`src/hdl/cpu16_pkg.sv`:
```
package cpu16_pkg;

	// Widths fixed by the instruction format
	localparam int word_width = 16;
	localparam int addr_width = 8;
	localparam int mem_depth = 256;
	localparam int opcode_width = 6;

	typedef logic [word_width-1:0] word_t;
	typedef logic [addr_width-1:0] addr_t;
	typedef logic [opcode_width-1:0] opcode_t;

	// Register select in bits 9:8, a through d
	typedef logic [1:0] reg_sel_t;

	// Opcodes in bits 15:10
	localparam opcode_t op_add = 6'd0;
	localparam opcode_t op_store = 6'd1;
	localparam opcode_t op_load = 6'd2;
	localparam opcode_t op_jump = 6'd3;
	localparam opcode_t op_jneg = 6'd4;
	localparam opcode_t op_subt = 6'd5;
	localparam opcode_t op_jzero = 6'd10;
	localparam opcode_t op_addi = 6'd11;
	localparam opcode_t op_in = 6'd14;
	localparam opcode_t op_out = 6'd15;

	// Source of the value written back to a register
	typedef enum logic [2:0] {
		alu_mem_sum,
		alu_imm_sum,
		alu_imm_diff,
		alu_mem_pass,
		alu_in_pass
	} alu_op_t;

	// Control states
	typedef enum logic [3:0] {
		fetch,
		load_ir,
		decode,
		execute,
		in_wait_ack,
		in_wait_release,
		out_wait_ack,
		out_wait_release
	} state_t;

endpackage

```
`src/hdl/cpu16_register_file.sv`:
```
`timescale 1ns/1ns

module cpu16_register_file (
	input logic clock,
	input logic reset,
	input cpu16_pkg::reg_sel_t select,
	input logic write,
	input cpu16_pkg::word_t write_data,
	output cpu16_pkg::word_t read_data
);
	import cpu16_pkg::*;

	word_t reg_a;
	word_t reg_b;
	word_t reg_c;
	word_t reg_d;

	always_ff @(posedge clock or posedge reset)
	begin
		if (reset)
		begin
			reg_a <= '0;
			reg_b <= '0;
			reg_c <= '0;
			reg_d <= '0;
		end
		else if (write)
		begin
			case (select)
				2'd0: reg_a <= write_data;
				2'd1: reg_b <= write_data;
				2'd2: reg_c <= write_data;
				default: reg_d <= write_data;
			endcase
		end
	end

	// Same select drives the write and the read
	always_comb
	begin
		case (select)
			2'd0: read_data = reg_a;
			2'd1: read_data = reg_b;
			2'd2: read_data = reg_c;
			default: read_data = reg_d;
		endcase
	end

endmodule

```
`config.mk`:
```
export PLATFORM = sky130hd
export DESIGN_NAME = cpu16_register_file
export DESIGN_NICKNAME = d
export VERILOG_FILES = /design/src/hdl/cpu16_pkg.sv /design/src/hdl/cpu16_register_file.sv
export SDC_FILE = /design/constraint.sdc
export NUM_CORES = 1
export LEC_CHECK = 0
export BUFFER_PORTS_ARGS = -buffer_cell sky130_fd_sc_hd__buf_2
export CORE_ASPECT_RATIO = 0.9
export CORE_MARGIN = 3
export CORE_UTILIZATION = 55
export DETAILED_ROUTE_END_ITERATION = 10
export PLACE_DENSITY = 0.86
export SYNTH_ARGS = -nofsm -noshare
export SYNTH_HDL_FRONTEND = slang
export SYNTH_SLANG_ARGS = --single-unit
```
`constraint.sdc`:
```
create_clock -name clock -period 5.9 [get_ports clock]
set_clock_uncertainty 0.05 [all_clocks]
set_input_delay 1.18 -clock clock [delete_from_list [all_inputs] [get_ports clock]]
set_output_delay 1.18 -clock clock [all_outputs]
set_load 0.005 [all_outputs]
```
# Word-level counts from Yosys, hierarchy flattened
# Index checks and enable logic that the tools add are counted.
# Widths: inputs -> output; s select.
[word_totals]
latch_bits = 0
ram_bits = 0
memories = 0
inputBits = 21
rom_bits = 0
word_cells = 14
register_bits = 64
[classes]
eq_ne = 2
n_mul = 0
mux = 1
div_mod_pow = 0
n_reduce_logical = 6
addsub = 0
shift = 0
order_cmp = 0
bitwise = 1
[op_table]
columns = ["op", "n"]
rows = [
  ["$pmux 16 s3", 1],
  ["$reduce_and 2->1", 4],
  ["$reduce_or 3->1", 1],
  ["$eq 2x1->1 const B", 1],
  ["$eq 2x2->1 const B", 1],
  ["$logic_not 2->1", 1],
  ["$not 1->1", 1],
]

# Depth between registers and ports, before layout
[logic_depth]
word_depth = 4
mapped_depth = 4
depth_no_buf = 2

# Least setup slack after synthesis
# No wires, ideal clock.
[synth_path]
path_type = "input to output"
from = "in select[0]"
to = "out read_data[10]"
path_slack_ps = 2547
arrival_time_ps = 2123
stages = 3
t_required_ps = 4670
path_cell_list = "buf_4 -> buf_4 -> mux4_2"
[synth_between]
elab_chain_cells = 2
[synth_rtl]
columns = ["element", "line", "text"]
rows = [
  ["start: declaration", "cpu16_register_file.sv:6", "input cpu16_pkg::reg_sel_t select,"],
  ["$eq 2x2->1, or another cell as far along", "cpu16_register_file.sv:41", "case (select)"],
  ["$pmux 16 s3 (*)", "cpu16_register_file.sv:41", ""],
  ["end: declaration", "cpu16_register_file.sv:9", "output cpu16_pkg::word_t read_data"],
]
# Mark *: on every way between the ends. The rest lies on a longest branch, timed or not.

# Final worst setup path
[layout_path]
from = "in select[0]"
to = "out read_data[3]"
# The elaborated chain is that of the path after synthesis.

==> flow_summary.toml <==
[outcome]
status = "complete, no violations"

[clocking]
setup_repair_bufs_after_cts = 0
post_cts.resized_instances = 0
cts_hold_buf = 0
cts_max_path_buffers = 2
worstSkewPairLatency_ns = 0.32
clock-root-buffer = "clkbuf_8"
htree_num_levels = 3
tritoncts = "yes"
worst_setup_hold_path_clk_slew_ns = 0.06
sink_count = 64
tritoncts_buffers = 9

[floorplan]
design.portCount = 37
die_area_um2 = 6007
die_h_um = 73.83
die_x_um = 81.37
effective_utilization_at_floorplan = 0.5744
num_rows = 24
core_area_um2 = 4895

[worst_setup_path]
cpPeakStageDelay_ns = 0.60
startpoint_type = "input pin"
timing.critical_path.max_delay_family = "buffers and inverters"
critPathMostFrequentCell = "buf_2"
worst_ep_arrival_time_ns = 2.46
worst-endpoint-required_ns = 4.67
combined_buffer_and_inverter_count_along_the_critical_path = 2
worstPathCellList = "buf_2 > mux4_2 > buf_2"
path_class = "in2out"
crit_path_max_fanout = 20
capturing_element_type_of_the_critical_path = "output pin"
timing.critical_path.slowest_stage_cell = "mux4_2"

[placement]
numPlacedInstances = 251
gp_congestion = 0.7331
dp_slack_ns = 2.171
portBuffers = 36
placed_cell_area_um2 = 3019

[drt]
dr.pass1.iters = 4
drc = 0
wl_um = 5054
avgViaCountPerCell = 5.745
detail-route-antenna-nets = 0
routed_wire_length_per_instance_um = 18.93
num_vias = 1534
dr.first_iter.drc_count = 57

[timing]
min_period_ns = 3.691
totalNegativeSetupSlack_ns = 0
final_hold_slack_ns = 0.4502
relSlewSlack = 0.3858
clock.fmax_mhz = 270.9
grt_setup_unrepaired = "false"
final_hold_viol_count = 0
final-setup-viol-count = 0
layout_setup_ws_ns = 2.209
tightestPinTransition_ns = 0.9203
final_cycle_share = 0.6256
slew_viol_final = 0

[grt]
vias_in_the_first_global_route = 1675
grt_max_degree = 65
number_of_antenna_violations_at_the_first_check_in_global_routing = 0
first_pass_grt_wire_length_um = 8238
globalRoute.totalOverflow = 0
grt_usage = 0.1919

[power]
power_mw = 1.149
power.density_nw_per_um2 = 355.0
power_leakage_nw = 1.427
power.ir.vdd_worst_v = 0.0001493

[final_layout]
design.final.nets = 218
antenna-diode-count = 0
final_util = 0.6613
final_area_um2 = 3237
syn_to_final_growth_pct = 15.13
final_layout_size_suffix_gt1_frac = 0.6733
layoutNonFillerInstCount = 267

[synthesis]
synthesis.area_per_instance_um2 = 17.91
synthesis.area_um2 = 2811
netlist_cell_types = 12
postSynthNetCount = 178
synth-seq-area-share = 0.5696
yosys_warnings = 0
synth-seq-cells = 64
post_syn_instances = 157

[hold_path]
timing.hold.worst.class = "reg2reg"

[job]
cap_violations = 0
[state kept, by name, summed over array words and instances, names as in the netlist]
register  count
reg_a        16
reg_c        16
reg_b        16
reg_d        16
[per-layer routing]
layer | share of wire | wire, µm | GRT usage | vias to the layer above
li1 | - | - | - | 679
met1 | 0.43 | 2157 | 0.2347 | 812
met2 | 0.52 | 2606 | 0.3237 | 33
met3 | 0.040 | 203 | 0.04289 | 10
met4 | 0.017 | 87 | 0.09006 | 0
met5 | 0 | 0 | 0 | -
[final timing paths]
path | cells after the start | to | slack [ns] | startpoint
hold / removal | 1 | reg_c[4]$_DFFE_PP0P_ | 0.45 | reg_c[4]$_DFFE_PP0P_
hold reg to reg | 1 | reg_c[4]$_DFFE_PP0P_ | 0.45 | reg_c[4]$_DFFE_PP0P_
setup reg to reg | 1 | reg_d[3]$_DFFE_PP0P_ | 5.07 | reg_d[3]$_DFFE_PP0P_
min in group asynchronous | 3 | reg_d[13]$_DFFE_PP0P_ | 1.02 | reset
setup / recovery | 3 | read_data[3] | 2.21 | select[0]
max in group asynchronous | 3 | reg_a[9]$_DFFE_PP0P_ | 4.25 | reset
[placed cells by master, fill, tap and decap left out]
cell type / n
buf_4: 1
nand3_2: 1
nand3b_2: 1
dfrtp_1: 64
nor3b_4: 1
mux4_2: 15
inv_2: 1
clkbuf_1: 1
mux4_1: 1
mux2_2: 64
clkbuf_8: 13
nand3b_4: 1
clkinv_2: 1
bufinv_16: 1
buf_2: 36
[power by group]
part	switching [mW]	internal (mW)
logic	0.0708	0.126
registers	0.0399	0.522
clock network	0.149	0.241
total	0.260	0.889
[kinds of logic (layout without fill, tap and decap cells)]
logic type | after synthesis | in the layout | synth area share
muxes | 80 | 80 | 0.3858
buffers and inverters | 9 | 54 | 0.02314
and+or+nand+nor | 4 | 4 | 0.02136
DFF | 64 | 64 | 0.5696
[synthesized netlist by cell type]
master	instances	share of area
mux2_2	64	0.26
buf_2	1	0.0018
nand3_2	1	0.0036
inv_1	1	0.0013
nand3b_4	1	0.0071
dfrtp_1	64	0.57
mux4_2	15	0.12
nor3b_4	1	0.0067
buf_4	6	0.016
nand3b_2	1	0.0040
buf_6	1	0.0040
mux4_1	1	0.0093
[cell type report]
class	instances	area [µm²]
clock buffers	14	182.7
clock inverters	2	35.03
fillers	331	1658
inverters	1	3.754
multi-input cells	84	1145
flip-flops and latches	64	1602
well taps	65	81.33
repair buffers	37	187.7
Note: power is estimated with default switching activity, not from simulation.
