<file path="src/hdl/cpu16_pkg.sv">
package cpu16_pkg;

	// Widths fixed by the instruction format
	localparam int word_width = 16;
	localparam int addr_width = 8;
	localparam int mem_depth = 256;
	localparam int opcode_width = 6;

	typedef logic [word_width-1:0] word_t;
	typedef logic [addr_width-1:0] addr_t;
	typedef logic [opcode_width-1:0] opcode_t;

	// Register select in bits 9:8, a through d
	typedef logic [1:0] reg_sel_t;

	// Opcodes in bits 15:10
	localparam opcode_t op_add = 6'd0;
	localparam opcode_t op_store = 6'd1;
	localparam opcode_t op_load = 6'd2;
	localparam opcode_t op_jump = 6'd3;
	localparam opcode_t op_jneg = 6'd4;
	localparam opcode_t op_subt = 6'd5;
	localparam opcode_t op_jzero = 6'd10;
	localparam opcode_t op_addi = 6'd11;
	localparam opcode_t op_in = 6'd14;
	localparam opcode_t op_out = 6'd15;

	// Source of the value written back to a register
	typedef enum logic [2:0] {
		alu_mem_sum,
		alu_imm_sum,
		alu_imm_diff,
		alu_mem_pass,
		alu_in_pass
	} alu_op_t;

	// Control states
	typedef enum logic [3:0] {
		fetch,
		load_ir,
		decode,
		execute,
		in_wait_ack,
		in_wait_release,
		out_wait_ack,
		out_wait_release
	} state_t;

endpackage

</file>
<file path="src/hdl/cpu16_memory.sv">
`timescale 1ns/1ns

module cpu16_memory (
	input logic clock,
	input cpu16_pkg::addr_t address,
	input logic write,
	input cpu16_pkg::word_t write_data,
	input logic load_write,
	input cpu16_pkg::addr_t load_address,
	input cpu16_pkg::word_t load_data,
	output cpu16_pkg::word_t read_data
);
	import cpu16_pkg::*;

	word_t storage [mem_depth];
	addr_t read_address;

	// Load port wins over the core port
	always_ff @(posedge clock)
	begin
		if (load_write)
			storage[load_address] <= load_data;
		else if (write)
			storage[address] <= write_data;
	end

	// Registered address, data valid the whole next cycle
	always_ff @(posedge clock)
	begin
		read_address <= address;
	end

	assign read_data = storage[read_address];

endmodule

</file>
<file path="config.mk">
export PLATFORM = sky130hd
export DESIGN_NAME = cpu16_memory
export DESIGN_NICKNAME = d
export VERILOG_FILES = /design/src/hdl/cpu16_pkg.sv /design/src/hdl/cpu16_memory.sv
export SDC_FILE = /design/constraint.sdc
export NUM_CORES = 2
export LEC_CHECK = 0
export BUFFER_PORTS_ARGS = -buffer_cell sky130_fd_sc_hd__buf_2
export CORE_UTILIZATION = 29
export CTS_CLUSTER_DIAMETER = 60
export CTS_CLUSTER_SIZE = 12
export DETAILED_ROUTE_END_ITERATION = 8
export PLACE_DENSITY = 0.48
export RECOVER_POWER = 25
export SLEW_MARGIN = 5
export SYNTH_ARGS = -nofsm -noshare
export SYNTH_HDL_FRONTEND = slang
export SYNTH_SLANG_ARGS = --single-unit
</file>
<file path="constraint.sdc">
create_clock -name clock -period 15.5 [get_ports clock]
set_input_delay 3.1 -clock clock [delete_from_list [all_inputs] [get_ports clock]]
set_output_delay 3.1 -clock clock [all_outputs]
set_load 0.01 [all_outputs]
</file>
# Word-level counts from Yosys, hierarchy flattened
# Memory sizes are Yosys's and may differ from the RTL's. A register that Yosys moved wholly into a read port is not among the register bits.
# Index checks and enable logic that the tools add are counted.
# W data, S select, Z words.
dict set report word_totals {
  ff_bits 0
  ramBits 4096
  output_inout_bits 16
  wordCells 10
  memories 1
}
# memory words word_bits read_ports rd_clocked_by_memory_dff write_ports line_no
set memory_table {}
lappend memory_table {storage 256 16 1 1 1 cpu16_memory.sv:15} ;# word_t storage [mem_depth];
dict set report classes {
  n_mux 8
  n_reduce_logical 1
}
# cell n
set ops {}
lappend ops {{$mux W16} 1}
lappend ops {{$reduce_or A16 Y1} 1}
lappend ops {{$mux W8} 1}
lappend ops {{$mux W1} 6}

# Logic depth before layout (Yosys ltp)
dict set report depth {
  word_depth 5
  mapped_depth 13
  mapped_depth_nobuf 7
}

# Worst setup path after synthesis
# OpenSTA, ideal clock, no wires.
dict set report synth_path {
  kind {input-to-reg}
  startpoint {input load_write}
  endpoint {memory storage[0][10] (netlist bit) (data pin)}
  setup_time_ns 0.823
  t_arrival_ns 7.159
  slack_ns 7.518
  cell_stages 6
  path_buffers 3
  cell_sequence {nand2b_1 > clkbuf_1 > buf_1 > clkbuf_1 > nand2_1 > nand2_1}
}
dict set report synth_between {
  elab_chain_len 4
}
# element line_no
set synth_lines {}
lappend synth_lines {{start: declaration} cpu16_memory.sv:8} ;# input logic load_write,
lappend synth_lines {{$mux W1} cpu16_memory.sv:21} ;# if (load_write)
lappend synth_lines {{$mux W1 (implied by the code)} cpu16_memory.sv:24} ;# storage[address] <= write_data;
lappend synth_lines {{$reduce_or A16 Y1 (no line)} n/a}
lappend synth_lines {{$mux W16 (no line)} n/a}
lappend synth_lines {{end: declaration} cpu16_memory.sv:15}
# No other way between the ends.

# Final worst setup path
dict set report layout_path {
  startpoint {input load_write}
  endpoint {memory storage[91][9] (netlist bit) (data pin)}
}
# The elaborated chain is that of the path after synthesis.

==> run summary <==
The area enclosed by the die boundary is 0.548 sq mm, and the residual overflow from global routing is 0. Post-CTS timing repair inserted 0 buffers for setup. The synthesized design contains 4104 register bits. The static leakage power is 54.1 nW. The register ranked first by flip-flop count is storage. Worst hold path class: in -> reg. The run gives 78.7k as the total number of vias. The worst setup path startpoint was load_write. For the peak ir drop on the vdd network, the log shows 0.117 mV.

Once layout is done, the placed cells without fillers occupy 0.180 sq mm. The average via count per standard cell was 5.19. Clock tree synthesis selected as its root buffer the cell clkbuf_16.

The initial antenna violation count is 44. The flow ran to the end, but the final reports show violations. STA classifies the critical path startpoint as an input port. The H-tree was split into 5 levels. Primary flip-flop cell chosen by synthesis mapping: edfxtp_1. For the number of hold violations in the final report, the log shows 0.

The initial core utilization is 0.292, and the number of endpoints failing setup at the final stage is 0. The number of library cell types mapped by synthesis is 47, and the number of instances on the worst hold path is 1. In the final layout, the registers with the most flip-flops are storage x4096. The number of warnings issued by yosys was 0; the total routing resource utilization after global routing was 0.168. Dividing the synthesized area by the synthesized cell count gives 21.7 sq um.

The logs give 2184 for the final max-slew violation count and 7351 for the total nets after synthesis. The portion of the clock cycle consumed by the worst path in the final layout was 0.790. The die width was 740 um. The total negative slack is 0 ns, and the remaining routing DRC violations is 0. TritonCTS built the clock tree.

67 I/O pins were placed. The total placed instance area is 0.169 sq mm. Synthesized cell area: 0.158 sq mm.

The share of final-layout standard cells stronger than drive strength 1 came out at 0.233. The headroom to the max-slew limit is -3.51, and the post-cts hold buffer count is 0. After clock tree synthesis, the clock-pin slew on the worst setup and hold paths is 0.06 ns. The core region is 0.542 sq mm. The tightest hold path in the finished design has a slack of 2.33 ns. The number of detailed-route iterations in the first pass was 5. The tool flagged a number of max-cap violations equal to 42. The destination of the critical timing path is storage[91][9].

The wire-length estimate of the detail-placed layout is 285000 um. The critical path is of the in -> reg type. From synthesis to final layout, the design area changed by 13.8%. Entering global routing, the biggest net connects 185 pins. The startpoint of the tightest hold check path was address[7]. The aggregate routed wire length is 474000 um. The post-route minimum period is 12.25 ns.

The remaining number of nets flagged by the antenna check after routing is 0. After floorplanning, the core was divided into 270 placement rows. The run gives 410 as the number of buffers created by CTS. After detailed routing, the average wire length per cell comes to 31.2 um. For the filler cell count in the final layout, the log shows 50.9k. At the worst endpoint, the required time is 15.24 ns.

The tools report the DRC violation total after the first TritonRoute iteration as 8869. At the end of routability-driven placement, the weighted congestion stood at 0.804. The count of buffers added on input and output ports is 66. The sequential cell area fraction in the yosys report is 0.779, and the y dimension of the die is 740 um. The flip-flop count of the largest register, all copies and words added was 4096; the largest fanout of any net on the critical path was 136. Derived from the worst setup path, the maximum achievable clock frequency is 81.6 MHz.

Timing analysis after detailed placement gives a worst setup slack of 5.52 ns. For the pin with the worst max-slew slack, the measured transition is 6.76 ns. The post-synthesis instance total came out at 7300.

Dividing total power by cell area gives a power density of 127 mW/mm^2. The element type at the critical path end is a flop. The run gives 0 as the number of instances resized during post-cts repair.

The checks that failed: max-capacitance violations, max-slew violations. Setup repair after global routing left no endpoint under its margin. The clock drives 4104 sinks. The number of enable-type register cells in the synthesized netlist was 4096; the number of buffers between clock root and the deepest sink was 4. The post-layout net count was 7811; the global-route wire length before repair was 653000 um.

The data arrival time of the critical path was 11.99 ns; the number of global-route vias before repair was 79.1k. The smallest setup slack after layout was 3.25 ns. The fraction of registers with async set or reset after synthesis works out to 0.
## report_power, final
group	internal (W)	total (W)	switching [W]	leakage (nW)
combinational	0.000356	0.00128	0.000922	12.4
clock	0.00499	0.00914	0.00415	5.68
sequential	0.0124	0.0124	0.0000186	35.9
## routing by layer
metal	part of all wire	track usage
met1	0.43	0.236
met3	0.064	0.0252
met2	0.48	0.271
met5	0.00022	0
met4	0.030	0.0481
## how the worst min path moves through the flow
stage            to
2_1_floorplan  flop
3_3_place_gp   flop
3_5_place_dp   flop
4_1_cts        flop
5_1_grt        flop
6_report       flop
## logic make-up (layout without fill, tap and decap cells)
family	after synthesis	in the layout	synth area share
mux	1307	1307	0.147
other cells	0	21	0
compound gates	851	851	0.0385
simple gates	595	595	0.0170
flops	4104	4104	0.779
buf+inv	443	1081	0.0181
## cell usage after synthesis, types with 19 or more instances
master	number	area (sq um)
a211oi_1	52	390
a21oi_1	166	831
a22oi_1	190	1430
buf_1	27	101
buf_2	55	275
buf_4	34	255
buf_6	71	800
buf_8	21	315
clkbuf_1	219	822
edfxtp_1	4096	123000
mux2i_1	494	4940
mux4_2	813	18300
nand2_1	109	409
nand3_1	27	135
nand3b_1	19	143
nor2_1	279	1050
nor3_1	68	340
nor4_1	25	156
o211ai_1	36	270
o21ai_0	33	165
o221ai_1	185	1620
o22ai_1	111	694
or4_1	24	180
## layout make-up
class,instances,area [sq um],share of cell area
antenna,21,52.6,0.000292
clock buffer,468,10600,0.0587
clock inverter,122,1170,0.00650
inverter,2,12.5,0.0000696
multi-input combinational,2753,32400,0.180
sequential,4104,123000,0.685
tap,7208,9020,0.0501
timing repair buffer,489,3490,0.0194
## layout by cell type, fill, tap and decap left out, types with 57 or more instances in the layout
cell	Yosys	final
edfxtp_1	4096	4096
mux4_2	813	813
mux2i_1	494	494
clkbuf_16	0	413
buf_4	34	357
nor2_1	279	203
a22oi_1	190	190
o221ai_1	185	185
a21oi_1	166	166
clkbuf_1	219	113
o22ai_1	111	111
nand2_1	109	109
nor2_2	0	70
nor3_1	68	68
buf_2	55	57
## per-stage QoR
step	util	total power [W]	instances
3_3_place_gp	0.311	0.0139	14556
4_1_cts	0.333	0.0230	15146
2_1_floorplan	-	0.0134	7300
6_report	0.332	0.0228	15167
3_5_place_dp	0.311	0.0139	14556
5_1_grt	0.332	0.0234	15151
## critical path: stages
cell and delay (ns):
clkbuf_1 0.34, nand2b_1 1.23, nand2_1 0.16, nand2_1 2.02, clkbuf_1 4.81
Power figures use the tool's default switching activity.
