**config.mk**
```make
export PLATFORM = sky130hd
export DESIGN_NAME = cpu16_control
export DESIGN_NICKNAME = d
export VERILOG_FILES = /design/src/hdl/cpu16_pkg.sv /design/src/hdl/cpu16_control.sv
export SDC_FILE = /design/constraint.sdc
export NUM_CORES = 1
export LEC_CHECK = 0
export ABC_AREA = 1
export BUFFER_PORTS_ARGS = -buffer_cell sky130_fd_sc_hd__buf_4
export CAP_MARGIN = 25
export CELL_PAD_IN_SITES_DETAIL_PLACEMENT = 1
export CELL_PAD_IN_SITES_GLOBAL_PLACEMENT = 1
export CORE_MARGIN = 2
export CORE_UTILIZATION = 38
export DETAILED_ROUTE_END_ITERATION = 6
export GPL_TIMING_DRIVEN = 0
export PLACE_DENSITY = 0.94
export RECOVER_POWER = 25
export SYNTH_ARGS = -nofsm -noshare
export SYNTH_HDL_FRONTEND = slang
export SYNTH_SLANG_ARGS = --single-unit
```
**constraint.sdc**
```tcl
create_clock -name clock -period 3 [get_ports clock]
set_input_delay 0.15 -clock clock [delete_from_list [all_inputs] [get_ports clock]]
set_output_delay 0.15 -clock clock [all_outputs]
set_load 0.005 [all_outputs]
```
**src/hdl/cpu16_pkg.sv**
```systemverilog
package cpu16_pkg;

	// Widths fixed by the instruction format
	localparam int word_width = 16;
	localparam int addr_width = 8;
	localparam int mem_depth = 256;
	localparam int opcode_width = 6;

	typedef logic [word_width-1:0] word_t;
	typedef logic [addr_width-1:0] addr_t;
	typedef logic [opcode_width-1:0] opcode_t;

	// Register select in bits 9:8, a through d
	typedef logic [1:0] reg_sel_t;

	// Opcodes in bits 15:10
	localparam opcode_t op_add = 6'd0;
	localparam opcode_t op_store = 6'd1;
	localparam opcode_t op_load = 6'd2;
	localparam opcode_t op_jump = 6'd3;
	localparam opcode_t op_jneg = 6'd4;
	localparam opcode_t op_subt = 6'd5;
	localparam opcode_t op_jzero = 6'd10;
	localparam opcode_t op_addi = 6'd11;
	localparam opcode_t op_in = 6'd14;
	localparam opcode_t op_out = 6'd15;

	// Source of the value written back to a register
	typedef enum logic [2:0] {
		alu_mem_sum,
		alu_imm_sum,
		alu_imm_diff,
		alu_mem_pass,
		alu_in_pass
	} alu_op_t;

	// Control states
	typedef enum logic [3:0] {
		fetch,
		load_ir,
		decode,
		execute,
		in_wait_ack,
		in_wait_release,
		out_wait_ack,
		out_wait_release
	} state_t;

endpackage

```
**src/hdl/cpu16_control.sv**
```systemverilog
`timescale 1ns/1ns

module cpu16_control (
	input logic clock,
	input logic reset,
	input cpu16_pkg::word_t instruction,
	input cpu16_pkg::word_t register_value,
	input logic in_ack,
	input logic out_ack,
	output cpu16_pkg::addr_t program_address,
	output cpu16_pkg::addr_t data_address,
	output logic data_write,
	output cpu16_pkg::reg_sel_t reg_select,
	output logic reg_write,
	output cpu16_pkg::alu_op_t alu_op,
	output cpu16_pkg::addr_t immediate,
	output logic in_req,
	output logic out_req,
	output cpu16_pkg::word_t out_data,
	output cpu16_pkg::addr_t pc
);
	import cpu16_pkg::*;

	state_t state;
	state_t state_next;
	word_t instruction_register;
	addr_t program_counter;
	addr_t operand_field;
	opcode_t opcode;
	logic branch_taken;

	// Instruction fields
	assign opcode = instruction_register[word_width-1 -: opcode_width];
	assign reg_select = instruction_register[9:8];
	assign operand_field = instruction_register[addr_width-1:0];

	assign program_address = program_counter;
	assign pc = program_counter;
	assign data_address = operand_field;
	assign immediate = operand_field;

	// Store writes at the end of decode with the selected register
	assign data_write = (state == decode) && (opcode == op_store);

	always_comb
	begin
		case (opcode)
			op_jump: branch_taken = 1'b1;
			op_jneg: branch_taken = register_value[word_width-1];
			op_jzero: branch_taken = (register_value == '0);
			default: branch_taken = 1'b0;
		endcase
	end

	always_comb
	begin
		case (opcode)
			op_add: alu_op = alu_mem_sum;
			op_addi: alu_op = alu_imm_sum;
			op_subt: alu_op = alu_imm_diff;
			op_in: alu_op = alu_in_pass;
			default: alu_op = alu_mem_pass;
		endcase
	end

	// Register writeback
	always_comb
	begin
		case (state)
			execute:
				reg_write = (opcode == op_add) || (opcode == op_load) ||
					(opcode == op_subt) || (opcode == op_addi);
			in_wait_ack:
				reg_write = in_ack;
			default:
				reg_write = 1'b0;
		endcase
	end

	always_comb
	begin
		state_next = state;
		case (state)
			fetch:
				state_next = load_ir;
			load_ir:
				state_next = decode;
			decode:
				state_next = execute;
			execute:
			begin
				if (opcode == op_in)
					state_next = in_wait_ack;
				else if (opcode == op_out)
					state_next = out_wait_ack;
				else
					state_next = fetch;
			end
			in_wait_ack:
			begin
				if (in_ack)
					state_next = in_wait_release;
			end
			in_wait_release:
			begin
				if (!in_ack)
					state_next = fetch;
			end
			out_wait_ack:
			begin
				if (out_ack)
					state_next = out_wait_release;
			end
			out_wait_release:
			begin
				if (!out_ack)
					state_next = fetch;
			end
			default:
				state_next = fetch;
		endcase
	end

	always_ff @(posedge clock or posedge reset)
	begin
		if (reset)
		begin
			state <= fetch;
			program_counter <= '0;
			instruction_register <= '0;
			in_req <= 1'b0;
			out_req <= 1'b0;
			out_data <= '0;
		end
		else
		begin
			state <= state_next;
			case (state)
				load_ir:
				begin
					instruction_register <= instruction;
					program_counter <= program_counter + addr_t'(1);
				end
				execute:
				begin
					if (branch_taken)
						program_counter <= operand_field;
					if (opcode == op_in)
						in_req <= 1'b1;
					// out_data is frozen for the whole request
					if (opcode == op_out)
					begin
						out_req <= 1'b1;
						out_data <= register_value;
					end
				end
				in_wait_ack:
				begin
					if (in_ack)
						in_req <= 1'b0;
				end
				out_wait_ack:
				begin
					if (out_ack)
						out_req <= 1'b0;
				end
				default:
				begin
				end
			endcase
		end
	end

endmodule

```
; Word-level counts from Yosys, hierarchy flattened
; Cells that the tools add are included.
[totals]
regBits = 46
inputBits = 36
out_inout_bits = 57
word_cells = 63
[op_classes]
addsub = 1
eq_ne = 23
n_mux = 18
n_reduce_logical = 15
[op_table]
columns = op, count
row1 = $pmux W4 S8, 1
row2 = $eq A6 B4 Y1 const B, 4
row3 = $eq A4 B3 Y1 const B, 4
row4 = $logic_not A16 Y1, 1
row5 = $mux W4, 4
row6 = $pmux W8 S2, 1
row7 = $ne A2 B2 Y1 const B, 7
row8 = $eq A6 B2 Y1 const B, 2
row9 = $eq A6 B3 Y1 const B, 2
row10 = $pmux W3 S4, 1
row11 = $add A8 B1 Y8 const B, 1
row12 = $eq A4 B2 Y1 const B, 2
row13 = $mux W8, 1
row14 = $eq A6 B1 Y1 const B, 1
row15 = $logic_not A6 Y1, 1
row16 = $mux W3, 2
row17 = $pmux W1 S2, 3
row18 = $reduce_and A3 Y1, 2
row19 = $reduce_bool A2 Y1, 3
row20 = $eq A4 B1 Y1 const B, 1
row21 = $logic_not A4 Y1, 1
row22 = $mux W1, 4
row23 = $reduce_and A2 Y1, 2
row24 = $reduce_and A4 Y1, 1
row25 = other kinds (3), 5

; Logic depth before layout (Yosys ltp)
[depth]
word_depth = 5
mapped_depth = 10
depth_no_buf = 10

; Worst setup path before layout
; No wires, ideal clock.
[synth_path]
path_kind = register to register
from = reg instruction_register[14]
to = reg out_data[0]
setup_time_ns = 0.125
arrival_ns = 1.309
setup_slack_ns = 1.565
stages_incl_launch_ff = 7
n_path_buf = 1
cell_sequence = dfrtp_1 nor2_2 inv_1 nor2_4 nand3_4 buf_6 mux2_4
[synth_via]
elab_chain_len = 2
[synth_rtl]
columns = item, line_no
row1 = from (decl), cpu16_control.sv:26  ; word_t instruction_register;
row2 = from (signal assigned), cpu16_control.sv:141  ; instruction_register <= instruction;
row3 = $eq A6 B4 Y1, cpu16_control.sv:151  ; if (opcode == op_out)
row4 = $reduce_and A2 Y1 (no line), n/a
row5 = to (signal assigned), cpu16_control.sv:154  ; out_data <= register_value;
row6 = to (decl), cpu16_control.sv:19  ; output cpu16_pkg::word_t out_data,
; Every way passes these cells.
; A chain may end at the register's enable or synchronous reset.

; Final worst setup path
[layout_path]
from = reg state[2]
to = out reg_write
[layout_via]
elab_chain_len = 2
word_cells_on_any_way = 3
[layout_rtl]
columns = item, line_no
row1 = from (decl), cpu16_control.sv:24  ; state_t state;
row2 = from (signal assigned), cpu16_control.sv:128  ; state <= fetch;
row3 = from (signal assigned), cpu16_control.sv:137  ; state <= state_next;
row4 = $eq A4 B3 Y1 / $eq A4 B2 Y1 (equally long branches), cpu16_control.sv:69  ; case (state)
row5 = $pmux W1 S2 (*), cpu16_control.sv:69
row6 = to (decl), cpu16_control.sv:14  ; output logic reg_write,
; Mark *: on every way between the ends. The rest lies on a longest branch, timed or not.

==> summary.md <==
| Metric | Value |
|---|---|
| Max-slew violation count | 0 |
| Iteration-0 DRC Markers | 122 |
| Detailed Route WL | 7250 um |
| Syn-to-layout area delta | 37.9% |
| Vias in the first global route | 2,521 |
| Starting Density | 0.388 |
| Clk root buf | clkbuf_8 |
| Highest-count cells in the layout ignoring fill and taps | buf_4, nand2_1, dfrtp_1, nor2_1, inv_1 |
| DP Area | 3230 um2 |
| CP required | 2850 ps |
| Seq/Total Area, Yosys | 0.465 |
| Clock sinks | 45 |
| Ant. Diodes | 0 |
| Worst VDD drop | 0.000388 V |
| Fillers | roughly 750 |
| Peak fanout along the critical path | 10 |
| Clk slew on worst S/H paths | about 90 ps |
| Fin crit share | 0.659 |
| CTS buffer count | 5 |
| Hold_ws | a little under 80 ps |
| Syn Inst Count | 270 |
| Yosys top cell by area | dfrtp_1 |
| Leading cell type in the layout, fill and taps excluded | buf_4 |
| YS warnings | 0 |
| Endpoint class of the critical path | output port |
| Initial antenna violation count | 0 |
| Post-layout min period | between 1500 and 2000 ps |
| Post-Syn Area | ~2400 um2 |
| Nets | 408 |
| Worst skew pair latency | 300 ps |
| RR Startpoint | instruction_register[11]$_DFFE_PP0P_ |
| Hold Vio Cnt, Final | 0 |
| Worst hold endpoint | instruction_register[14]$_DFFE_PP0P_ |
| Ratio of cells with drive above 1 in the final layout | 0.427 |
| Largest incremental delay on the critical path | 420 ps |
| Mean Syn Cell Area | 8.97 um2 |
| Mapped Nets | 307 |
| Post-DR vias/cell | just under 5 |
| Type of the tightest min-delay check | input port to flop |
| Max_slew headroom | 0.441 |
| DR WL/cell | approximately 16 um |
| ANT nets after route | 0 |
| Fmax | 506 MHz |
| Least-Margin Pin Slew | ~840 ps |
| DR vias | around 2,200 |
| Clk buf depth | 2 |
| FF+latch count, synth | 45 |
| Clock Skew | 6.00 ps |
| Crit path cell chain | inv_2 -> nand3_4 -> inv_1 -> buf_2 -> o21ai_0 -> o21ai_0 -> buf_4 |
| Worst path bufs/invs | 4 |
| Crit path DAT | around 1800 ps |
| Die W | 83.8 um |
| Slowest CP cell | dfrtp_1 |
| Grt ovf | 0 |
| Htree depth | 2 |
| Die Area | between 7000 and 8000 um2 |
| Worst setup SP type | flop |
| HP Start | instruction[14] |
| Hold Buf Count CTS | 1 |
| TritonRoute pass-1 iters | 4 |
| RSZ-0062 raised after global routing | no |
| First-pass GRT wire length | around 12,000 um |
| Core Footprint | 6240 um2 |
| GPL Wtd Cong | around 0.84 |
| FF-to-FF path depth | 10 |
| Setup-failing EPs final | 0 |
| Largest cells by area after synthesis | dfrtp_1, nand2_1, buf_4, mux2_2, mux2_4 |
| Total negative setup slack | 0 ps |
| Leak | roughly 1.8 nW |
| Port Buffers | 92 |
| Max-cap violations | 0 |
| Pin count of the biggest net entering global routing | 27 |
| CP top delay family | buffers and inverters |
| DRC viols | 0 |
| Post-Layout Inst Area | 3340 um2 |
| WP depth | 7 |
| Post-synth top area share | 0.465 |
| CP most frequent cell | o21ai_0 |
| Total track usage | 0.220 |
| Synth unique cells | 26 |
| # IOs | between 90 and 100 |
| Post-CTS Resized | 0 |
| Final HPWL DP | 5280 um |
| Flop2flop setup slack | 1300 ps |
| Number of cell rows | 29 |
| Total power | 3.32 mW |
| Status | completed |
| Finished Core Util | 0.535 |
| Worst flop-to-flop path endpoint | pc[7]$_DFFE_PP0P_ |
| Postcts setup bufs | 0 |
| Hold path cells | 2 |
| PwrDens | 995 nW/um2 |
| CP Class | flop to output port |
| TritonCTS clock tree | done |
| Die height | between 80 and 90 um |
==> report_power, final <==
part           leakage [nW]  internal [mW]  total (mW)  switching [mW]
Sequential            0.529          0.893        1.18           0.286
Combinational          1.20          0.976        1.71           0.733
Clock                0.0549          0.213       0.434           0.221
Total                  1.78           2.08        3.32            1.24
==> per-layer routing <==
| layer | vias up | global-route usage | share of wire |
|---|---|---|---|
| met2 | 53 | 0.401 | 0.55 |
| li1 | 1046 | - | - |
| met1 | 1090 | 0.269 | 0.40 |
| met4 | 0 | 0.0630 | 0.015 |
| met3 | 10 | 0.0317 | 0.035 |
| met5 | - | 0 | 0 |
==> synth_stat cells, drive strengths merged <==
library cell	number
nand2	59
xor2	1
ha	1
xnor2	2
inv	24
a21oi	9
clkbuf	1
nor2	28
buf	31
nand4	2
nand3	24
dfrtp	45
o31ai	1
mux2	23
nor3	4
o21ai	14
nor4	1
==> flip-flops by register name, indices dropped and copies added (netlist names) <==
name and cells:
in_req 1, instruction_register 16, out_data 16, out_req 1, pc 8, state 3
==> through the flow <==
step           setup WS (ps)  instances
6_report                1020        449
5_1_grt                  933        449
4_1_cts                 1030        449
3_5_place_dp            1400        440
3_3_place_gp            1130        439
2_1_floorplan           1570        270
==> cell families after synthesis <==
group           after synthesis  share of synthesized area
mux                          23                      0.121
flops                        45                      0.465
buf+inv                      56                      0.132
xor+xnor                      3                     0.0108
compound gates               24                     0.0506
simple gates                118                      0.216
fa+ha+maj                     1                    0.00516
==> layout make-up <==
cell class	count	area (um2)	area share
Clock inverter	1	8.76	0.00262
Multi-Input combinational cell	169	977	0.293
Clock buffer	7	96.3	0.0288
Buffer	32	229	0.0685
Tap cell	77	96.3	0.0288
Sequential cell	45	1130	0.337
Timing Repair Buffer	94	717	0.215
Inverter	24	90.1	0.0270
==> worst max path at each step <==
stage | start | endpoint | slack, ps
after global placement | reset | instruction_register[8]$_DFFE_PP0P_ | 1130
after floorplan | instruction_register[14]$_DFFE_PP0P_ | out_data[0]$_DFFE_PP0P_ | 1570
after detailed placement | instruction_register[14]$_DFFE_PP0P_ | out_data[5]$_DFFE_PP0P_ | 1400
after CTS | state[2]$_DFFE_PP0P_ | reg_write | 1030
after global routing | state[2]$_DFFE_PP0P_ | reg_write | 930
final | state[2]$_DFFE_PP0P_ | reg_write | 1020
No activity file was read; power rests on OpenSTA's default activity.
