--- src/hdl/cpu16_pkg.sv ---
package cpu16_pkg;

	// Widths fixed by the instruction format
	localparam int word_width = 16;
	localparam int addr_width = 8;
	localparam int mem_depth = 256;
	localparam int opcode_width = 6;

	typedef logic [word_width-1:0] word_t;
	typedef logic [addr_width-1:0] addr_t;
	typedef logic [opcode_width-1:0] opcode_t;

	// Register select in bits 9:8, a through d
	typedef logic [1:0] reg_sel_t;

	// Opcodes in bits 15:10
	localparam opcode_t op_add = 6'd0;
	localparam opcode_t op_store = 6'd1;
	localparam opcode_t op_load = 6'd2;
	localparam opcode_t op_jump = 6'd3;
	localparam opcode_t op_jneg = 6'd4;
	localparam opcode_t op_subt = 6'd5;
	localparam opcode_t op_jzero = 6'd10;
	localparam opcode_t op_addi = 6'd11;
	localparam opcode_t op_in = 6'd14;
	localparam opcode_t op_out = 6'd15;

	// Source of the value written back to a register
	typedef enum logic [2:0] {
		alu_mem_sum,
		alu_imm_sum,
		alu_imm_diff,
		alu_mem_pass,
		alu_in_pass
	} alu_op_t;

	// Control states
	typedef enum logic [3:0] {
		fetch,
		load_ir,
		decode,
		execute,
		in_wait_ack,
		in_wait_release,
		out_wait_ack,
		out_wait_release
	} state_t;

endpackage

--- src/hdl/cpu16_alu.sv ---
`timescale 1ns/1ns

module cpu16_alu (
	input cpu16_pkg::alu_op_t op,
	input cpu16_pkg::word_t operand,
	input cpu16_pkg::word_t memory_data,
	input cpu16_pkg::addr_t immediate,
	input cpu16_pkg::word_t in_data,
	output cpu16_pkg::word_t result
);
	import cpu16_pkg::*;

	word_t immediate_word;

	// Immediates are zero-extended
	assign immediate_word = word_t'(immediate);

	// Sums and differences wrap at 16 bits
	always_comb
	begin
		case (op)
			alu_mem_sum:
				result = operand + memory_data;
			alu_imm_sum:
				result = operand + immediate_word;
			alu_imm_diff:
				result = operand - immediate_word;
			alu_mem_pass:
				result = memory_data;
			alu_in_pass:
				result = in_data;
			default:
				result = operand;
		endcase
	end

endmodule

--- config.mk ---
export PLATFORM = sky130hd
export DESIGN_NAME = cpu16_alu
export DESIGN_NICKNAME = d
export VERILOG_FILES = /design/src/hdl/cpu16_pkg.sv /design/src/hdl/cpu16_alu.sv
export SDC_FILE = /design/constraint.sdc
export NUM_CORES = 1
export LEC_CHECK = 0
export BUFFER_PORTS_ARGS = -buffer_cell sky130_fd_sc_hd__buf_2
export CAP_MARGIN = 25
export CORE_ASPECT_RATIO = 1.25
export CORE_UTILIZATION = 37
export DETAILED_ROUTE_END_ITERATION = 6
export PLACE_DENSITY = 0.7
export SYNTH_ARGS = -nofsm -noshare
export SYNTH_HDL_FRONTEND = slang
export SYNTH_SLANG_ARGS = --single-unit
export TNS_END_PERCENT = 20
--- constraint.sdc ---
create_clock -name vclk -period 3
set_clock_uncertainty 0.2 [all_clocks]
set_input_delay 0 -clock vclk [all_inputs]
set_output_delay 0 -clock vclk [all_outputs]
set_load 0.05 [all_outputs]
Word level (Yosys, flattened, before mapping)
Cells that the tools add are included.
Storage, ports and cells
  bits in registers: 0
  bits in latches: 0
  bits in writable memories: 0
  bits in read-only memories: 0
  output and inout bits: 16
  logic and storage cells: 9
  memories kept: 0
Operators by class
  add/sub/neg operators: 3
  $mul: 0
  div/mod/pow operators: 0
  order comparisons: 0
  eq/ne operators: 4
  shift-type cells: 0
  mux-type cells: 1
  bitwise gates (word level): 0
  reductions and logical operators: 1
Operators by type and width (count)
  one-hot mux 16 bit (5 select lines): 1
  adder 16 bit: 1
  adder 16 x 8 -> 16 bit: 1
  subtractor 16 x 8 -> 16 bit: 1
  == test 3 x 2 -> 1 bit (second input constant): 2
  == test 3 x 1 -> 1 bit (second input constant): 1
  == test 3 bit (second input constant): 1
  logical NOT 3 bit: 1

Depth between registers and ports, before layout
Gate-level depths: netlist (run 1).
  depth in word-level cells: 2
  mapped depth: 15
  mapped depth without buffers: 15

Worst setup path before layout (run 1)
OpenSTA, ideal clock, no wires.
  path kind: input to output
  from: in op[1]
  to: out result[8]
  data arrival time: 3.392 ns
  required time: 2.800 ns
  slack: -0.592 ns
  stages: 13
  path buffers: 3
  cell sequence: clkbuf_1 -> buf_1 -> buf_1 -> o22ai_1 -> a21oi_1 -> o21ai_0 -> ha_1 -> nor2b_1 -> o31a_1 -> o21a_1 -> o211ai_1 -> a21oi_1 -> nor3_1
Between the ends
  cells in the longest elaborated chain, start to end: 2
RTL lines
  start: declaration: line cpu16_alu.sv:4  | input cpu16_pkg::alu_op_t op,
  == test 3 bit, or another cell as far along: line cpu16_alu.sv:21  | case (op)
  one-hot mux 16 bit (5 select lines) *: line cpu16_alu.sv:21
  end: declaration: line cpu16_alu.sv:9  | output cpu16_pkg::word_t result
Mark *: on every way between the ends. The rest lies on a longest branch, timed or not.

Final worst setup path (run 1)
  from: in immediate[2]
  to: out result[15]
Between the ends
  cells in the longest elaborated chain, start to end: 2
RTL lines
  start: declaration: line cpu16_alu.sv:7  | input cpu16_pkg::addr_t immediate,
  subtractor 16 x 8 -> 16 bit or adder 16 x 8 -> 16 bit (tied branches): line cpu16_alu.sv:27, cpu16_alu.sv:25
  one-hot mux 16 bit (5 select lines) *: line cpu16_alu.sv:21
Marked as above.

==> results, run 1 <==
- The flow ran to the end, but the final reports show violations.
- The final reports fail on negative setup slack.
- Counting both buffers and inverters, the worst setup path holds a total of 2.
- The number of iterations in the first detailed-routing pass is 4.
- The count of unresolved DRC violations after routing is 0.
- The die is slightly below 90 um tall.
- The slew at the pin closest to its max-slew limit is 781.9 ps.
- In this design, the stage delay of the slowest critical-path cell is about 550 ps.
- The part of the Yosys area used for sequential elements is 0%.
- The most common cell after layout, fill and taps aside is sky130_fd_sc_hd__buf_4.
- The pre-CTS setup slack is -600.5 ps.
- The number of standard cells after synthesis is 334.
- The pin count of the biggest net entering global routing is 21.
- The floorplan step set the die width to 71.69 um.
- The maximum achievable frequency is 298.2 MHz.
- In the finished design the tool counted flip-flops and latches totalling 0.
- The routed length per instance is 15.73 um.
- The cell area power density is 256.3 nW/um^2.
- The type of the most critical hold path is in2out.
- Using the TritonRoute via totals, the vias-per-cell ratio works out to 5.928.
- The fraction of layout instances using a drive strength above 1 is 39.96%.
- The critical path start-end classification is in2out.
- After the first detailed-routing iteration, the DRC count stood at between 100 and 150.
- The mapped cell area is between 2000 and 2500 um^2.
- The layer flagged by global routing as most heavily used is met2.
- In this run the tightest slew margin relative to its limit is 47.68%.
- Setup repair after global routing could not meet its margin everywhere.
- The required time of the worst setup path is ~2800 ps.
- The library cell contributing the largest single delay on the critical path is sky130_fd_sc_hd__or4_4.
- STA classifies the critical path endpoint as an output port.
- The number of nets in the layout is 558.
- The count of buffers added on input and output ports is 75.
- In the layout the commonest cells are sky130_fd_sc_hd__buf_4 (86), sky130_fd_sc_hd__buf_2 (61), sky130_fd_sc_hd__o21ai_0 (31).
- In the final layout, flip-flops and latches occupy 0 um^2.
- For this design the static power due to leakage is 0.001587 uW.
- The critical path runs through a total of 16 cells.
- The via count of the first global-routing pass is 2960.
- The kind of cell adding the most delay to the critical path is simple AND/OR/NAND/NOR gates.
- The starting utilization of the core area is between 30% and 40%.
- The worst-path maximum fanout is 5.
- The kind of start point of the critical path is a primary input.
- Fill cells in the final layout number ~550.
- The routing usage on met1 is 30.05%.
- The core area is 5818 um^2.
- The final count of pins violating max slew came to 0.
- The number of antenna violations at the first check in global routing was 0.
- The number of antenna diodes in the final layout is 0.
- The area growth from synthesis to layout is 52.31%.
- The hold-critical path depth is 3.
- After detailed routing, the total wire length is 8558 um.
- Detailed placement finished with a half-perimeter wire length of slightly below 7000 um.
- The die area is 6387 um^2.
- Walking the worst path, the cells encountered are buf_6 > or4_4 > nor2_4 > ha_4 > or3_1 > o21ai_1 > mux2i_1 > o21ai_1 > ha_1 > and2_4 > a21boi_2 > o211ai_1 > nand2_1 > a2111o_1 > nand3_2 > buf_6.
- The number of max-cap violations is 0.
- The number of warnings reported in the yosys synthesis log is 0.
- The vias after detailed routing is around 3200.
- The global placer's final weighted congestion is 0.9633.
- The startpoint identified for the worst hold timing path is operand[9].
- Setup slack on the critical path of the routed design comes to -353.0 ps.
- The initialized floorplan defines 31 standard-cell rows.
- The total overflow left after global routing is 0.
- The combined global-route utilization of all metal layers is 26.14%.
- A synthesized cell averages 6.724 um^2.
- The worst path uses 111.8% of the clock period.
- In the global route stage, met3 resource usage came out at 2.029%.
- The clock buffer count is 0.
- The count of cell types in the netlist is 60.
- The design draws 876.7 uW.
- At the worst endpoint, the arrival time is about 3200 ps.
- In the global route stage, met2 resource usage came out at 50.09%.
- The shortest clock period the worst path allows after layout is 3353 ps.
- Once detail routing completed, the nets flagged for antenna violations numbered 0.
- The top-level I/O count is 75.
- The number of setup violations in the final report is 10.
- The wire length of the first global-routing pass is 13440 um.
- The maximum VDD drop is 0.1639 mV.
- The quantity of hold-fixing buffers added after cts is 0.
- The terminating pin of the worst hold path is result[9].
- The hold violation count in the final report was 0.
- When the netlist entered floorplanning its net count stood at 412.
==> cells in the mapped netlist, drive strengths merged (3+ instances only) <==
cell type | number | area, um^2
o221ai | 3 | 26.28
nor3b | 5 | 37.54
nand3 | 5 | 25.02
a22oi | 9 | 67.56
a21boi | 3 | 22.52
o22ai | 10 | 62.56
o31ai | 3 | 22.52
nor2 | 27 | 101.4
nand2 | 29 | 108.9
nor4 | 5 | 46.29
clkbuf | 13 | 118.9
a31oi | 8 | 50.05
nor3 | 9 | 45.04
o22a | 5 | 43.79
ha | 18 | 225.2
a211oi | 5 | 42.54
a21oi | 28 | 140.1
a21o | 8 | 60.06
o21a | 5 | 37.54
or3 | 10 | 68.82
mux2i | 4 | 40.04
and2 | 5 | 31.28
inv | 14 | 52.55
o21ai | 40 | 200.2
nor2b | 4 | 25.02
o211ai | 5 | 37.54
xnor2 | 7 | 61.31
a22o | 4 | 35.03
xor2 | 15 | 131.4
==> where the power goes <==
group	switching (uW)	internal, uW
clock network	0	0
registers	0	0
logic	494	382
==> cell families after synthesis <==
| kind of cell | share of synthesized area, % |
|---|---|
| compound gates | 42.90 |
| simple gates | 27.86 |
| buf+inv | 7.967 |
| xor+xnor | 8.580 |
| fa+ha+maj | 10.92 |
| mux | 1.783 |
==> per-stage QoR <==
stage / util [%] / setup TNS (ps) / area [um^2] / std cells / hold slack (ps)
after global placement: 55.89 / -2845 / 3252 / 542 / 284.1
after detailed placement: 55.89 / -3017 / 3252 / 542 / 279.0
after CTS: 57.87 / -1825 / 3367 / 543 / 211.4
after floorplan: - / -1006 / 2305 / 334 / 105.3
final: 58.80 / -1932 / 3421 / 544 / 207.7
after global routing: 58.80 / -3745 / 3421 / 544 / 230.5
==> metal layers <==
layer,up-vias,wire length [um]
li1,1570,-
met1,1499,3415
met2,131,4346
met3,25,470
met4,0,326
met5,-,0
==> how the worst max path moves through the flow <==
stage	from	end	slack (ps)
2_1_floorplan	op[1]	result[6]	-250
3_3_place_gp	immediate[2]	result[14]	-590
3_5_place_dp	immediate[2]	result[14]	-600
4_1_cts	immediate[2]	result[14]	-350
5_1_grt	immediate[2]	result[14]	-510
6_report	immediate[2]	result[15]	-350
==> tightest hold or removal path, cell delays in order <==
cell and delay, ps:
sky130_fd_sc_hd__buf_2 100, sky130_fd_sc_hd__o22a_1 160, sky130_fd_sc_hd__buf_6 150
==> what timing repair did <==
action	CTS	global route
buffers inserted	1	1
setup endpoints to repair	10	12
resized for setup	33	10
pin swaps	13	3
==> area by class of cell <==
class | count | area (um^2) | share of cell area (%)
multi-input cells | 305 | 2203 | 64.41
well taps | 66 | 82.58 | 2.414
repair buffers | 159 | 1082 | 31.64
inverters | 14 | 52.55 | 1.536
(Power assumes the default switching activity.)
==> run 2, diff against run 1 <==
ABC_AREA = 1   (was unset)
PLACE_DENSITY = 0.72   (was 0.7)
==> results, run 2 <==
- STA classifies the critical path endpoint as an output port.
- The via count of the first global-routing pass is 2452 (-17%).
- The worst-path maximum fanout came to 5 (unchanged).
- The top-level I/O count came to 75 (unchanged).
- The mean area per synthesized cell was 5.151 um^2 (-23%).
- The number of nets in the layout is 525 (-5.9%).
- The residual overflow from global routing is 0 (unchanged).
- The routed length per instance is 12.84 um (-18%).
- The required time of the worst setup path is 2800 ps (about the same).
- The slew at the pin closest to its max-slew limit is 554.3 ps (-227.6 ps).
- The count of cell types in the netlist was 37 (-38%).
- The final count of pins violating max slew is 0 (unchanged).
- The leakage power came to 0.001345 uW (-15%).
- The critical path start-end classification is in2out.
- The flip-flop and latch count is 0 (unchanged).
- The HPWL reported at the end of detailed placement was 5471 um (-21%).
- The kind of start point of the critical path is a primary input.
- The cell area power density is 256.0 nW/um^2 (-0.12%).
- After synthesis, the cell types taking the most area are sky130_fd_sc_hd__nand2_1 (22%), sky130_fd_sc_hd__ha_1 (12%), sky130_fd_sc_hd__inv_1 (11%).
- The commonest cells after synthesis are sky130_fd_sc_hd__nand2_1 (109), sky130_fd_sc_hd__inv_1 (54), sky130_fd_sc_hd__nand3_1 (29), sky130_fd_sc_hd__o21ai_0 (28), sky130_fd_sc_hd__nor2_1 (27).
- The register area is 0 um^2 (unchanged).
- The wire length of the first global-routing pass is 10380 um (-23%).
- The average vias per placed instance came to 5.319 (-10%).
- The relative max-transition margin is 62.91% (+15 points).
- The port buffer count is 75 (unchanged).
- The top cell type's share of synthesized area is 22.06% (+12 points).
- The cell count after placement is 504 (-7.0%).
- The flow ran to the end, and the final reports show no timing, DRC or antenna violations.
- The clock buffer count is 0 (unchanged).
- The shortest clock period the worst path allows after layout was 2831 ps (-521.9 ps).
- The number of iterations in the first detailed-routing pass is 4 (unchanged).
- The detailed-route wire length is 6483 um (-24%).
- The fraction of layout instances using a drive strength above 1 came to 28.99% (-11 points).
- The hold violation count in the final report came to 0 (unchanged).
- The global placer's final weighted congestion is 0.9957 (+3.4%).
- The number of warnings reported in the yosys synthesis log came to 0 (unchanged).
- The core area is 4765 um^2 (-18%).
- The origin of the worst setup path is immediate[0].
- The maximum achievable frequency is 353.2 MHz (+18%).
- The cell type contributing the most total cell area after synthesis is sky130_fd_sc_hd__nand2_1.
- The path class of the tightest hold or removal check is in2out.
- The number of antenna violations at the first check in global routing is 0 (unchanged).
- The combined global-route utilization of all metal layers is 24.36% (-1.8 points).
- The area growth from synthesis to layout is 36.23%.
- The count of unresolved DRC violations after routing is 0 (unchanged).
- The quantity of hold-fixing buffers added after cts is 0 (unchanged).
- The number of standard-cell rows in the floorplan was 28 (-9.7%).
- The number of diodes is 0 (unchanged).
- The total power consumption of the routed design came to 646.7 uW (-26%).
- The starting utilization of the core area is 38.92% (+0.32 points).
- The most common cell after layout, fill and taps aside is sky130_fd_sc_hd__nand2_1.
- The hold-critical path depth came to 4 (+1).
- The portion of the clock cycle consumed by the worst path in the final layout is 94.37% (-17 points).
- The final antenna-violating net count came to 0 (unchanged).
- The number of setup violations in the final report is 0 (-10).
- The part of the Yosys area used for sequential elements came to 0% (unchanged).
- The number of max-cap violations is 0 (unchanged).
- The cell with the most instances after synthesis is sky130_fd_sc_hd__nand2_1.
- The mapped cell area is 1854 um^2 (-17%).
- The maximum VDD drop came to 0.1215 mV (-26%).
- The pin count of the biggest net entering global routing came to 16 (-24%).
- The path with the worst hold slack has its endpoint at result[12].
- The source of the worst hold timing path is in_data[12].
- The vias after detailed routing was 2686 (-17%).
- The net count after synthesis is 438 (+6.3%).
- The width of the die was 65.32 um (-8.9%).
- Leaving out fill and tap cells, the most frequent cells in the layout are sky130_fd_sc_hd__nand2_1 (105), sky130_fd_sc_hd__buf_2 (66), sky130_fd_sc_hd__inv_1 (52).
- The number of standard cells after synthesis is 360 (+7.8%).
- The number of non-filler instances in the completed layout is 505 (-7.2%).
- The number of DRC markers in iteration 0 is 108 (-1.8%).
- The die extent in y is 81.15 um (-8.9%).
- The arrival time reported for the critical path endpoint was 2630 ps (-520 ps).
- The die area is 5301 um^2 (-17%).
==> run 2: cell types whose count changed in the layout (fill, tap and decap cells not counted), moves of 7 or more <==
cell and change:
sky130_fd_sc_hd__buf_6 -8, sky130_fd_sc_hd__nand2_2 +7, sky130_fd_sc_hd__a22oi_1 -9, sky130_fd_sc_hd__inv_1 +38
sky130_fd_sc_hd__buf_4 -71, sky130_fd_sc_hd__nand3_1 +24, sky130_fd_sc_hd__a21oi_1 -8, sky130_fd_sc_hd__xnor2_1 -7
sky130_fd_sc_hd__xor2_1 -13, sky130_fd_sc_hd__o22ai_1 -10, sky130_fd_sc_hd__or3_1 -8, sky130_fd_sc_hd__o21ai_0 -10
sky130_fd_sc_hd__nand4_1 +10, sky130_fd_sc_hd__nand2_1 +76
==> run 2: layout make-up <==
cell class | count | area [um^2]
Timing Repair Buffer | 89 | 514.2
Multi-Input combinational cell | 298 | 1714
Fill cell | 553 | 2238
Tap cell | 60 | 75.07
Inverter | 58 | 222.7
==> run 2: routing by layer <==
metal	up-vias	part of all wire [%]	GRT usage, %
li1	1382	-	-
met5	-	0	0
met3	18	5.8	1.264
met2	92	51	46.91
met1	1194	41	29.02
met4	0	2.2	5.435
==> run 2: kinds of logic (layout without fill, tap and decap cells) <==
kind of cell	count (synthesis)	in the layout	synth area share (%)
adders and majority gates	19	19	13.23
buffers and inverters	62	147	13.09
and+or+nand+nor	201	201	47.71
xor gates and xnor gates	2	2	0.9448
AOI/OAI and AO/OA	76	76	25.03
==> run 2: how the worst max path moves through the flow <==
stage	endpoint	slack, ps	cells after the start
after global routing	result[12]	-30	15
after CTS	result[12]	1	15
final	result[7]	170	18
after floorplan	result[13]	340	14
after detailed placement	result[14]	-130	17
after global placement	result[14]	-80	17
==> run 2: repair_timing <==
item | in CTS | in global routing
hold endpoints to repair | 0 | 0
setup endpoints to repair | 7 | 11
resized for setup | 3 | 43
pin swaps | 0 | 6
setup buffers | 0 | 1
cloned | 0 | 0
==> run 2: metrics by stage <==
stage	hold slack, ps	setup slack, ps	util, %	TNS, ps	instance area [um^2]
floorplan	198.3	336.4	-	0	1854
global placement	236.9	-82.06	50.00	-172.3	2382
detailed placement	242.8	-134.6	50.00	-560.8	2382
CTS	204.5	1.221	50.24	0	2394
global route	183.6	-25.56	53.02	-86.64	2526
finish	176.4	168.9	53.02	0	2526
==> run 2: where the power goes <==
part	internal (uW)	switching, uW
registers	0	0
logic	223	424
clock network	0	0
==> run 2: critical path, cell delays in order <==
cell and delay (ps):
sky130_fd_sc_hd__buf_2 120, sky130_fd_sc_hd__inv_1 70, sky130_fd_sc_hd__ha_1 210, sky130_fd_sc_hd__nand4_1 150
sky130_fd_sc_hd__nor2_1 120, sky130_fd_sc_hd__inv_1 60, sky130_fd_sc_hd__o21ai_1 190, sky130_fd_sc_hd__a21oi_1 70
sky130_fd_sc_hd__o21ai_1 150, sky130_fd_sc_hd__ha_1 300, sky130_fd_sc_hd__nand2_1 100, sky130_fd_sc_hd__inv_1 50
sky130_fd_sc_hd__a21oi_1 170, sky130_fd_sc_hd__nand2_2 130, sky130_fd_sc_hd__or2_2 290, sky130_fd_sc_hd__nand3_1 70
sky130_fd_sc_hd__o2111ai_1 130, sky130_fd_sc_hd__buf_2 240
